[src/hdl/Types.sv]
package Types;

    // ----------------------------------------
    // Value types
    // ----------------------------------------

    typedef logic [31:0] Data;      // Register or memory word
    typedef logic [31:0] InstAddr;  // Instruction byte address
    typedef logic [31:0] DataAddr;  // Data byte address
    typedef logic [31:0] Inst;      // Instruction word
    typedef logic [4:0]  GPRAddr;   // Register index x0..x31

    // ----------------------------------------
    // Control encodings
    // ----------------------------------------

    typedef enum logic [2:0] {
        AluAdd, AluSub, AluAnd, AluOr, AluXor, AluSlt, AluSltu, AluPassB
    } AluOp;

    typedef enum logic [1:0] {OpASelRS1, OpASelPC, OpASelZero} OperandASel;
    typedef enum logic {OpBSelRS2, OpBSelImm} OperandBSel;
    typedef enum logic [1:0] {RegWrSelAlu, RegWrSelMem, RegWrSelPcPlus4} RegWrDataSel;
    typedef enum logic [1:0] {PcNextPlus4, PcNextOffset, PcNextRS1Offset} PcNextSel;

    // Major opcodes of the supported subset
    typedef enum logic [6:0] {
        OpcodeLoad   = 7'b0000011,
        OpcodeOpImm  = 7'b0010011,
        OpcodeStore  = 7'b0100011,
        OpcodeOp     = 7'b0110011,
        OpcodeLui    = 7'b0110111,
        OpcodeBranch = 7'b1100011,
        OpcodeJalr   = 7'b1100111,
        OpcodeJal    = 7'b1101111
    } Opcode;

    // ----------------------------------------
    // Bundles
    // ----------------------------------------

    typedef struct packed {
        DataAddr addr;    // Byte address, word aligned
        Data     wrData;  // Store data
        logic    wr;      // Write strobe
        logic    rd;      // Read strobe
    } DataMemReq;

    typedef struct packed {
        AluOp        aluOp;
        OperandASel  operandASel;
        OperandBSel  operandBSel;
        RegWrDataSel regWrDataSel;
        PcNextSel    pcNextSel;
        logic        regWrEnable;
        logic        memWrEnable;
        logic        memRdEnable;
    } DpControl;

endpackage

[src/hdl/ALU.sv]
`timescale 1ns/1ps

module ALU (
    input  Types::DpControl i_control,
    input  Types::Data      i_dataRS1,
    input  Types::Data      i_dataRS2,
    input  Types::Data      i_imm,
    input  Types::InstAddr  i_pc,
    output Types::Data      o_result);  // Also the data address

    import Types::*;

    Data operandA;
    Data operandB;

    // Operand selection
    always_comb begin
        case (i_control.operandASel)
            OpASelPC:   operandA = Data'(i_pc);
            OpASelZero: operandA = '0;  // LUI
            default:    operandA = i_dataRS1;
        endcase
        operandB = (i_control.operandBSel == OpBSelImm) ? i_imm : i_dataRS2;
    end

    always_comb begin
        case (i_control.aluOp)
            AluSub:   o_result = operandA - operandB;
            AluAnd:   o_result = operandA & operandB;
            AluOr:    o_result = operandA | operandB;
            AluXor:   o_result = operandA ^ operandB;
            AluSlt:   o_result = Data'($signed(operandA) < $signed(operandB));
            AluSltu:  o_result = Data'(operandA < operandB);
            AluPassB: o_result = operandB;
            default:  o_result = operandA + operandB;  // ADD, addresses
        endcase
    end

endmodule

[src/hdl/DatapathController.sv]
`timescale 1ns/1ps

module DatapathController (
    input  logic            i_clock,
    input  logic            i_arstN,
    input  Types::Inst      i_inst,
    input  Types::Data      i_dataRS1,  // For branch compare
    input  Types::Data      i_dataRS2,
    output Types::DpControl o_control);

    import Types::*;

    Opcode      opcode;
    logic [2:0] funct3;
    logic [6:0] funct7;
    logic       isEqual;
    logic       isLessSigned;
    logic       isLessUnsigned;
    logic       branchTaken;
    logic       running;  // Reset released
    DpControl   ctrl;     // Ungated decode

    assign opcode = Opcode'(i_inst[6:0]);
    assign funct3 = i_inst[14:12];
    assign funct7 = i_inst[31:25];

    // ----------------------------------------
    // Branch resolution
    // ----------------------------------------

    assign isEqual        = i_dataRS1 == i_dataRS2;
    assign isLessSigned   = $signed(i_dataRS1) < $signed(i_dataRS2);
    assign isLessUnsigned = i_dataRS1 < i_dataRS2;

    always_comb begin
        case (funct3)
            3'b000:  branchTaken = isEqual;          // BEQ
            3'b001:  branchTaken = !isEqual;         // BNE
            3'b100:  branchTaken = isLessSigned;     // BLT
            3'b101:  branchTaken = !isLessSigned;    // BGE
            3'b110:  branchTaken = isLessUnsigned;   // BLTU
            3'b111:  branchTaken = !isLessUnsigned;  // BGEU
            default: branchTaken = 1'b0;
        endcase
    end

    // Set at the falling edge so the first fetched instruction runs in full
    always_ff @(negedge i_clock or negedge i_arstN) begin
        if (!i_arstN) begin
            running <= 1'b0;
        end else begin
            running <= 1'b1;
        end
    end

    // ----------------------------------------
    // Opcode decode
    // ----------------------------------------

    always_comb begin
        ctrl = '{aluOp: AluAdd, operandASel: OpASelRS1, operandBSel: OpBSelImm,
                 regWrDataSel: RegWrSelAlu, pcNextSel: PcNextPlus4,
                 regWrEnable: 1'b0, memWrEnable: 1'b0, memRdEnable: 1'b0};  // No-op
        case (opcode)
            OpcodeLui: begin
                ctrl.aluOp       = AluPassB;
                ctrl.operandASel = OpASelZero;
                ctrl.regWrEnable = 1'b1;
            end
            OpcodeOpImm: begin
                ctrl.regWrEnable = 1'b1;
                case (funct3)
                    3'b000:  ctrl.aluOp = AluAdd;
                    3'b010:  ctrl.aluOp = AluSlt;
                    3'b100:  ctrl.aluOp = AluXor;
                    3'b110:  ctrl.aluOp = AluOr;
                    3'b111:  ctrl.aluOp = AluAnd;
                    default: ctrl.regWrEnable = 1'b0;  // Shifts, SLTIU
                endcase
            end
            OpcodeOp: begin
                ctrl.operandBSel = OpBSelRS2;
                ctrl.regWrEnable = funct7 == 7'b0000000;
                case (funct3)
                    3'b000: begin
                        if (funct7 == 7'b0100000) begin
                            ctrl.aluOp       = AluSub;
                            ctrl.regWrEnable = 1'b1;
                        end else begin
                            ctrl.aluOp = AluAdd;
                        end
                    end
                    3'b010:  ctrl.aluOp = AluSlt;
                    3'b011:  ctrl.aluOp = AluSltu;
                    3'b100:  ctrl.aluOp = AluXor;
                    3'b110:  ctrl.aluOp = AluOr;
                    3'b111:  ctrl.aluOp = AluAnd;
                    default: ctrl.regWrEnable = 1'b0;
                endcase
            end
            OpcodeLoad: begin
                if (funct3 == 3'b010) begin  // LW only
                    ctrl.regWrDataSel = RegWrSelMem;
                    ctrl.regWrEnable  = 1'b1;
                    ctrl.memRdEnable  = 1'b1;
                end
            end
            OpcodeStore: begin
                ctrl.memWrEnable = funct3 == 3'b010;  // SW only
            end
            OpcodeBranch: begin
                ctrl.aluOp       = AluSub;
                ctrl.operandBSel = OpBSelRS2;
                if (branchTaken) begin
                    ctrl.pcNextSel = PcNextOffset;
                end
            end
            OpcodeJal: begin
                ctrl.operandASel  = OpASelPC;
                ctrl.regWrDataSel = RegWrSelPcPlus4;  // Link
                ctrl.regWrEnable  = 1'b1;
                ctrl.pcNextSel    = PcNextOffset;
            end
            OpcodeJalr: begin
                if (funct3 == 3'b000) begin
                    ctrl.regWrDataSel = RegWrSelPcPlus4;
                    ctrl.regWrEnable  = 1'b1;
                    ctrl.pcNextSel    = PcNextRS1Offset;
                end
            end
            default: ;
        endcase
    end

    // Enables held off until reset has been released
    always_comb begin
        o_control             = ctrl;
        o_control.regWrEnable = ctrl.regWrEnable & running;
        o_control.memWrEnable = ctrl.memWrEnable & running;
        o_control.memRdEnable = ctrl.memRdEnable & running;
    end

endmodule

[src/hdl/GPRegisters.sv]
`timescale 1ns/1ps

module GPRegisters (
    input  logic               i_clock,
    input  logic               i_arstN,
    input  Types::GPRAddr      i_rdAddrA,    // rs1
    input  Types::GPRAddr      i_rdAddrB,    // rs2
    input  Types::GPRAddr      i_wrAddr,     // rd
    input  logic               i_wr,
    input  Types::RegWrDataSel i_wrDataSel,  // Write data source
    input  Types::Data         i_aluResult,
    input  Types::Data         i_memRdData,
    input  Types::Data         i_pcPlus4,    // Link address
    output Types::Data         o_rdDataA,
    output Types::Data         o_rdDataB);

    import Types::*;

    Data regs [1:31];  // x0 not stored
    Data wrData;

    // Write side selection
    always_comb begin
        case (i_wrDataSel)
            RegWrSelMem:     wrData = i_memRdData;
            RegWrSelPcPlus4: wrData = i_pcPlus4;
            default:         wrData = i_aluResult;
        endcase
    end

    always_ff @(posedge i_clock or negedge i_arstN) begin
        if (!i_arstN) begin
            for (int i = 1; i < 32; i++) begin
                regs[i] <= '0;
            end
        end else if (i_wr && i_wrAddr != '0) begin  // Writes to x0 dropped
            regs[i_wrAddr] <= wrData;
        end
    end

    // Combinational reads, x0 is hardwired zero
    assign o_rdDataA = (i_rdAddrA == '0) ? '0 : regs[i_rdAddrA];
    assign o_rdDataB = (i_rdAddrB == '0) ? '0 : regs[i_rdAddrB];

endmodule

[src/hdl/InstDecoder.sv]
`timescale 1ns/1ps

module InstDecoder (
    input  Types::Inst    i_inst,
    output Types::GPRAddr o_instRS1,
    output Types::GPRAddr o_instRS2,
    output Types::GPRAddr o_instRD,
    output Types::Data    o_instIMM);  // Sign-extended immediate

    import Types::*;

    Opcode opcode;
    logic  sign;  // Immediate sign bit, always inst[31]

    assign opcode = Opcode'(i_inst[6:0]);
    assign sign   = i_inst[31];

    // Register fields sit at fixed positions in every format
    assign o_instRS1 = i_inst[19:15];
    assign o_instRS2 = i_inst[24:20];
    assign o_instRD  = i_inst[11:7];

    // ----------------------------------------
    // Immediate assembly per format
    // ----------------------------------------

    always_comb begin
        case (opcode)
            OpcodeLoad, OpcodeOpImm, OpcodeJalr: begin   // I-type
                o_instIMM = {{20{sign}}, i_inst[31:20]};
            end
            OpcodeStore: begin                           // S-type
                o_instIMM = {{20{sign}}, i_inst[31:25], i_inst[11:7]};
            end
            OpcodeBranch: begin                          // B-type
                o_instIMM = {{19{sign}}, sign, i_inst[7], i_inst[30:25],
                             i_inst[11:8], 1'b0};
            end
            OpcodeLui: begin                             // U-type
                o_instIMM = {i_inst[31:12], 12'b0};
            end
            OpcodeJal: begin                             // J-type
                o_instIMM = {{11{sign}}, sign, i_inst[19:12], i_inst[20],
                             i_inst[30:21], 1'b0};
            end
            default: o_instIMM = '0;                     // R-type has none
        endcase
    end

endmodule

[src/hdl/ProcessorSC.sv]
`timescale 1ns/1ps

module ProcessorSC #(
    parameter Types::InstAddr ResetAddr = '0   // Boot address, word aligned
) (
    input  logic             i_clock,
    input  logic             i_arstN,
    input  Types::Inst       i_inst,        // Fetched instruction
    input  Types::Data       i_dataRdData,  // Load data
    output Types::InstAddr   o_instAddr,
    output Types::DataMemReq o_dataReq);

    import Types::*;

    InstAddr  pc;       // Current PC
    InstAddr  pcPlus4;  // Return address for jumps
    GPRAddr   decRS1;
    GPRAddr   decRS2;
    GPRAddr   decRD;
    Data      decIMM;   // Sign-extended immediate
    DpControl control;  // Datapath control bundle
    Data      gprRdDataA;
    Data      gprRdDataB;
    Data      aluResult;

    // ----------------------------------------
    // Program counter
    // ----------------------------------------

    ProgramCounter #(
        .ResetAddr (ResetAddr))
    pcUnit (
        .i_clock     (i_clock),
        .i_arstN     (i_arstN),
        .i_pcNextSel (control.pcNextSel),
        .i_imm       (decIMM),
        .i_dataRS1   (gprRdDataA),
        .o_pc        (pc),
        .o_pcPlus4   (pcPlus4));

    // ----------------------------------------
    // Decode and control
    // ----------------------------------------

    InstDecoder
    dec (
        .i_inst    (i_inst),
        .o_instRS1 (decRS1),
        .o_instRS2 (decRS2),
        .o_instRD  (decRD),
        .o_instIMM (decIMM));

    DatapathController
    dpCtrl (
        .i_clock   (i_clock),
        .i_arstN   (i_arstN),
        .i_inst    (i_inst),
        .i_dataRS1 (gprRdDataA),
        .i_dataRS2 (gprRdDataB),
        .o_control (control));

    // ----------------------------------------
    // Register file and ALU
    // ----------------------------------------

    GPRegisters
    gpr (
        .i_clock     (i_clock),
        .i_arstN     (i_arstN),
        .i_rdAddrA   (decRS1),
        .i_rdAddrB   (decRS2),
        .i_wrAddr    (decRD),
        .i_wr        (control.regWrEnable),
        .i_wrDataSel (control.regWrDataSel),
        .i_aluResult (aluResult),
        .i_memRdData (i_dataRdData),
        .i_pcPlus4   (Data'(pcPlus4)),
        .o_rdDataA   (gprRdDataA),
        .o_rdDataB   (gprRdDataB));

    ALU
    alu (
        .i_control (control),
        .i_dataRS1 (gprRdDataA),
        .i_dataRS2 (gprRdDataB),
        .i_imm     (decIMM),
        .i_pc      (pc),
        .o_result  (aluResult));

    // Memory ports
    always_comb begin
        o_dataReq.addr   = DataAddr'(aluResult);
        o_dataReq.wrData = gprRdDataB;           // SW data from rs2
        o_dataReq.wr     = control.memWrEnable;
        o_dataReq.rd     = control.memRdEnable;
    end

    assign o_instAddr = pc;

endmodule

[src/hdl/ProgramCounter.sv]
`timescale 1ns/1ps

module ProgramCounter #(
    parameter Types::InstAddr ResetAddr = '0   // First fetch address
) (
    input  logic            i_clock,
    input  logic            i_arstN,
    input  Types::PcNextSel i_pcNextSel,  // Next PC source
    input  Types::Data      i_imm,        // Branch/jump offset
    input  Types::Data      i_dataRS1,    // Base for JALR
    output Types::InstAddr  o_pc,
    output Types::InstAddr  o_pcPlus4);

    import Types::*;

    InstAddr pc;
    InstAddr pcNext;
    InstAddr pcPlus4;
    InstAddr pcPlusOffset;   // JAL and taken branches
    InstAddr rs1PlusOffset;  // JALR target
    Data     rs1Sum;

    // Candidate addresses
    assign pcPlus4       = pc + InstAddr'(4);
    assign pcPlusOffset  = pc + InstAddr'(i_imm);
    assign rs1Sum        = i_dataRS1 + i_imm;
    assign rs1PlusOffset = InstAddr'({rs1Sum[$bits(Data)-1:1], 1'b0});  // Bit 0 cleared

    always_comb begin
        case (i_pcNextSel)
            PcNextOffset:    pcNext = pcPlusOffset;
            PcNextRS1Offset: pcNext = rs1PlusOffset;
            default:         pcNext = pcPlus4;
        endcase
    end

    // PC register, loads every cycle
    always_ff @(posedge i_clock or negedge i_arstN) begin
        if (!i_arstN) begin
            pc <= ResetAddr;
        end else begin
            pc <= pcNext;
        end
    end

    assign o_pc      = pc;
    assign o_pcPlus4 = pcPlus4;

endmodule

[config.mk]
export PLATFORM = sky130hd
export DESIGN_NAME = ProcessorSC
export DESIGN_NICKNAME = d
export VERILOG_FILES = /design/src/hdl/Types.sv /design/src/hdl/ALU.sv /design/src/hdl/DatapathController.sv /design/src/hdl/GPRegisters.sv /design/src/hdl/InstDecoder.sv /design/src/hdl/ProcessorSC.sv /design/src/hdl/ProgramCounter.sv
export SDC_FILE = /design/constraint.sdc
export NUM_CORES = 2
export LEC_CHECK = 0
export ABC_AREA = 0
export ABC_CLOCK_PERIOD_IN_PS = 5050
export BUFFER_PORTS_ARGS = -buffer_cell sky130_fd_sc_hd__clkbuf_2
export CORE_AREA = 2 2 470 472
export DETAILED_ROUTE_END_ITERATION = 7
export DIE_AREA = 0 0 472 474
export GPL_TIMING_DRIVEN = 1
export HOLD_SLACK_MARGIN = 0.05
export PLACE_DENSITY_LB_ADDON = 0.08
export SYNTH_ARGS = -nofsm -noshare
export SYNTH_HDL_FRONTEND = slang
export SYNTH_HIERARCHICAL = 1
export SYNTH_SLANG_ARGS = --single-unit
export TNS_END_PERCENT = 10
[constraint.sdc]
create_clock -name i_clock -period 5.05 [get_ports i_clock]
set_input_delay 0.505 -clock i_clock [delete_from_list [all_inputs] [get_ports i_clock]]
set_output_delay 0.505 -clock i_clock [all_outputs]
set_load 0.02 [all_outputs]
==> results by group <==
Status
  – Outcome: finished with violations
  – Failing checks: negative setup slack

CTS
  – CTS tree: yes
  – TritonCTS Buffers: ~130
  – CTS max path bufs: 3
  – Worst skew pair latency: 820 ps
  – Root Driver: clkbuf_16
  – Clock sink count: 1025
  – Max H-tree Level: 4
  – Clock Pin Slew Worst Setup and Hold Paths: 60 ps

Floorplan
  – Chip Width: 472 um
  – Die height: 474 um
  – Starting Density: between 20 and 30%
  – Die Area: 224000 um^2
  – # rows: 172
  – Core area: roughly 220000 um^2
  – # IOs: 164

Timing
  – Hold_ws: around 260 ps
  – Final worst-path cycle share: 118%
  – Final setup margin: -885 ps
  – Total count of hold-check failures in the final report: 0
  – Max-slew headroom: 29.5%
  – Fmax: 169 MHz
  – Skew final: 84.3 ps
  – Worst-Margin Slew: around 1000 ps
  – Max-slew violation count: 0
  – Tmin final: 5930 ps
  – Unrepaired setup endpoints after global routing: true
  – Setup-failing EPs final: 633

Critical path
  – Critical Path RT: 4550 ps
  – Setup Crit Path Kind: reg -> out
  – CP bufs+invs: 4
  – CP arrival: 5430 ps
  – Crit Path Max Fanout: 3
  – Crit-path slowest cell: mux4_2
  – Setup crit end kind: output pin
  – CP delay by family, top: compound AO/OA/AOI/OAI gates
  – Delay of the slowest critical-path stage: approximately 470 ps
  – Worst-path cell chain: buf_6 > mux4_2 > nand2_2 > nand2_1 > o211ai_1 > o21ai_4 > mux2_4 > ha_4 > inv_2 > fa_2 > nor2b_4 > o31a_1 > o2111ai_4 > a211oi_4 > buf_12 > o2111ai_4 > a31oi_4 > a311o_1 > xnor2_2 > o2111ai_2 > clkbuf_8
  – Crit start category: flop
  – Crit path top cell by count: o2111ai_4

Cells and area
  – Non-Filler Instances: ~11000
  – # nets final: 8364
  – P&R area growth vs syn: 35.9%
  – Layout cells sized above 1: 33.9%

Route
  – Initial DRC count: 5462
  – Drt via density: around 5.5
  – # DRC: 0
  – DR pass1 iterations: 6
  – Wire per inst: 30.5 um
  – Final wirelength: 338000 um
  – Via Count: 61400
  – Final ANT Viol Nets: 0

Synthesis
  – Syn avg cell area: approximately 9.4 um^2
  – Sequential share of the synthesized area: between 30% and 40%
  – Syn Std Cell Area: roughly 65000 um^2
  – #FFs+latches synth: 1025
  – Syn Inst Count: 6917
  – Warnings from Yosys: 6
  – Yosys cell types: 113
  – Post-synth top area cell: dfrtp_1
  – EDFF count, synth: 0
  – Synth Flop Type: dfrtp_1
  – Ys async rst share: 100%
  – Yosys top cell area share: approximately two fifths
  – Synth Net Count: 7182
  – Top cells by area, synth: dfrtp_1 39%, mux4_2 13%, o21ai_0 8.7%, nand2_1 7.7%, mux2i_1 3.9%

Power and ir drop
  – Worst VDD drop: 287 uV
  – Cell Pwr Density: 259 nW/um^2
  – Pleak: 39.5 nW

GRT
  – Global-route wire length before repair: 476000 um
  – Vias in the first global route: 60700
  – Largest net degree at the start of global routing: 163
  – All-Layer GR Usage: a little under 30%
  – Initial antenna violation count: 16
  – Grt ovf: 0

Run
  – Max-cap violations: 0

Placed design
  – Gpl congestion: between 0.9 and 1
  – # placed instances: 10700
  – # port buffers: roughly 160
  – Final HPWL DP: ~240000 um

Min path
  – Min-Delay Path Class: in -> async
## synthesized netlist by cell type, types with 38 or more instances
cell type  count
clkbuf_1     462
nor3_1        74
o221ai_1      38
nand3_1       97
nand2_1     1338
dfrtp_1     1024
a21oi_1      286
a22oi_1       87
nor2_1       247
mux4_2       370
mux2i_1      251
ha_1         195
o21ai_0     1130
nor2b_1      100
o211ai_1      61
mux2_2        68
buf_2         95
buf_4         38
a221oi_1      98
xnor2_1       65
nand4_1       40
inv_1        152
a21o_1        53
a22o_1        44
## kinds of logic (layout without fill, tap and decap cells)
family / Yosys count / count (layout) / share of synthesized area (%)
AO/OA/AOI/OAI: 2071 / 2071 / 19.1
XOR/XNOR: 99 / 99 / 1.33
adder cells (fa/ha/maj): 199 / 199 / 3.86
buffers and inverters: 791 / 2074 / 5.10
flip-flops: 1025 / 1025 / 39.3
multiplexers: 693 / 693 / 18.0
other: 1 / 8 / 0.00575
AND/OR/NAND/NOR: 2038 / 2038 / 13.3
## metal layers
layer / GRT usage (%) / routed length (um) / up-vias
met2: 47.3 / 153000 / 1981
met5: 0 / 21 / -
met3: 4.83 / 19800 / 470
met4: 12.0 / 15100 / 4
met1: 40.5 / 150000 / 31400
li1: - / - / 27500
## timing repair
item                                    4_1_cts  5_1_grt
hold endpoints to repair                     56        0
setup buffers                                58       38
pin swaps                                   121      105
gates cloned                                  7        2
resized for setup                           430      192
endpoints found under the setup margin      746      745
hold buffers                                  1        0
## final cells by class
class,count,area (um^2)
clock buffers,189,3900
repair buffers,1681,15500
diodes,7,17.5
clock inverters,47,494
flip-flops and latches,1025,25600
well taps,2871,3590
inverters,157,597
fillers,21500,130000
multi-input cells,5101,38800
## layout by cell type, fill, tap and decap left out, types with 135 or more instances in the layout
master and n:
a21oi_1 223, buf_12 199, buf_4 1259, clkbuf_16 135, dfrtp_1 1024, ha_1 163, inv_1 146, mux2i_1 230
mux4_2 371, nand2_1 1306, nor2_1 229, o21ai_0 975
## worst paths after layout
check                         startpoint  slack [ps]              end  cells after the start
max                        gpr/regs[384]        -880    o_dataReq[58]                     21
min in group i_clock           i_inst[9]         330    gpr/regs[123]                      4
max in group asynchronous        i_arstN        1890   dpCtrl/running                      2
min                              i_arstN         260  pcUnit/o_pc[26]                      2
min reg2reg                gpr/regs[300]         490    gpr/regs[300]                      2
max reg2reg                gpr/regs[384]        -310    gpr/regs[796]                     25
## report_power, final
group	switching, mW	total (mW)	internal (mW)
Combinational	2.84	4.73	1.89
Sequential	0.189	8.51	8.32
Clock	4.13	9.74	5.62
## flip-flops by register name (all words and copies together), names as in the netlist
name            count
dpCtrl/running      1
pcUnit/o_pc        32
gpr/regs          992
## stage by stage
step / setup slack, ps / utilization, % / setup TNS [ps] / power [mW] / area (um^2)
after CTS: -950 / 40.1 / -76560 / 23.0 / 87600
after detailed placement: -1770 / 36.9 / -1051660 / 12.9 / 80700
final: -885 / 40.5 / -103270 / 23.0 / 88600
after global routing: -1040 / 40.5 / -226670 / 23.7 / 88600
after floorplan: -89.1 / - / -16810 / 10.4 / 65700
after global placement: -1780 / 36.9 / -1085000 / 12.9 / 80700
Power figures use the tool's default switching activity.
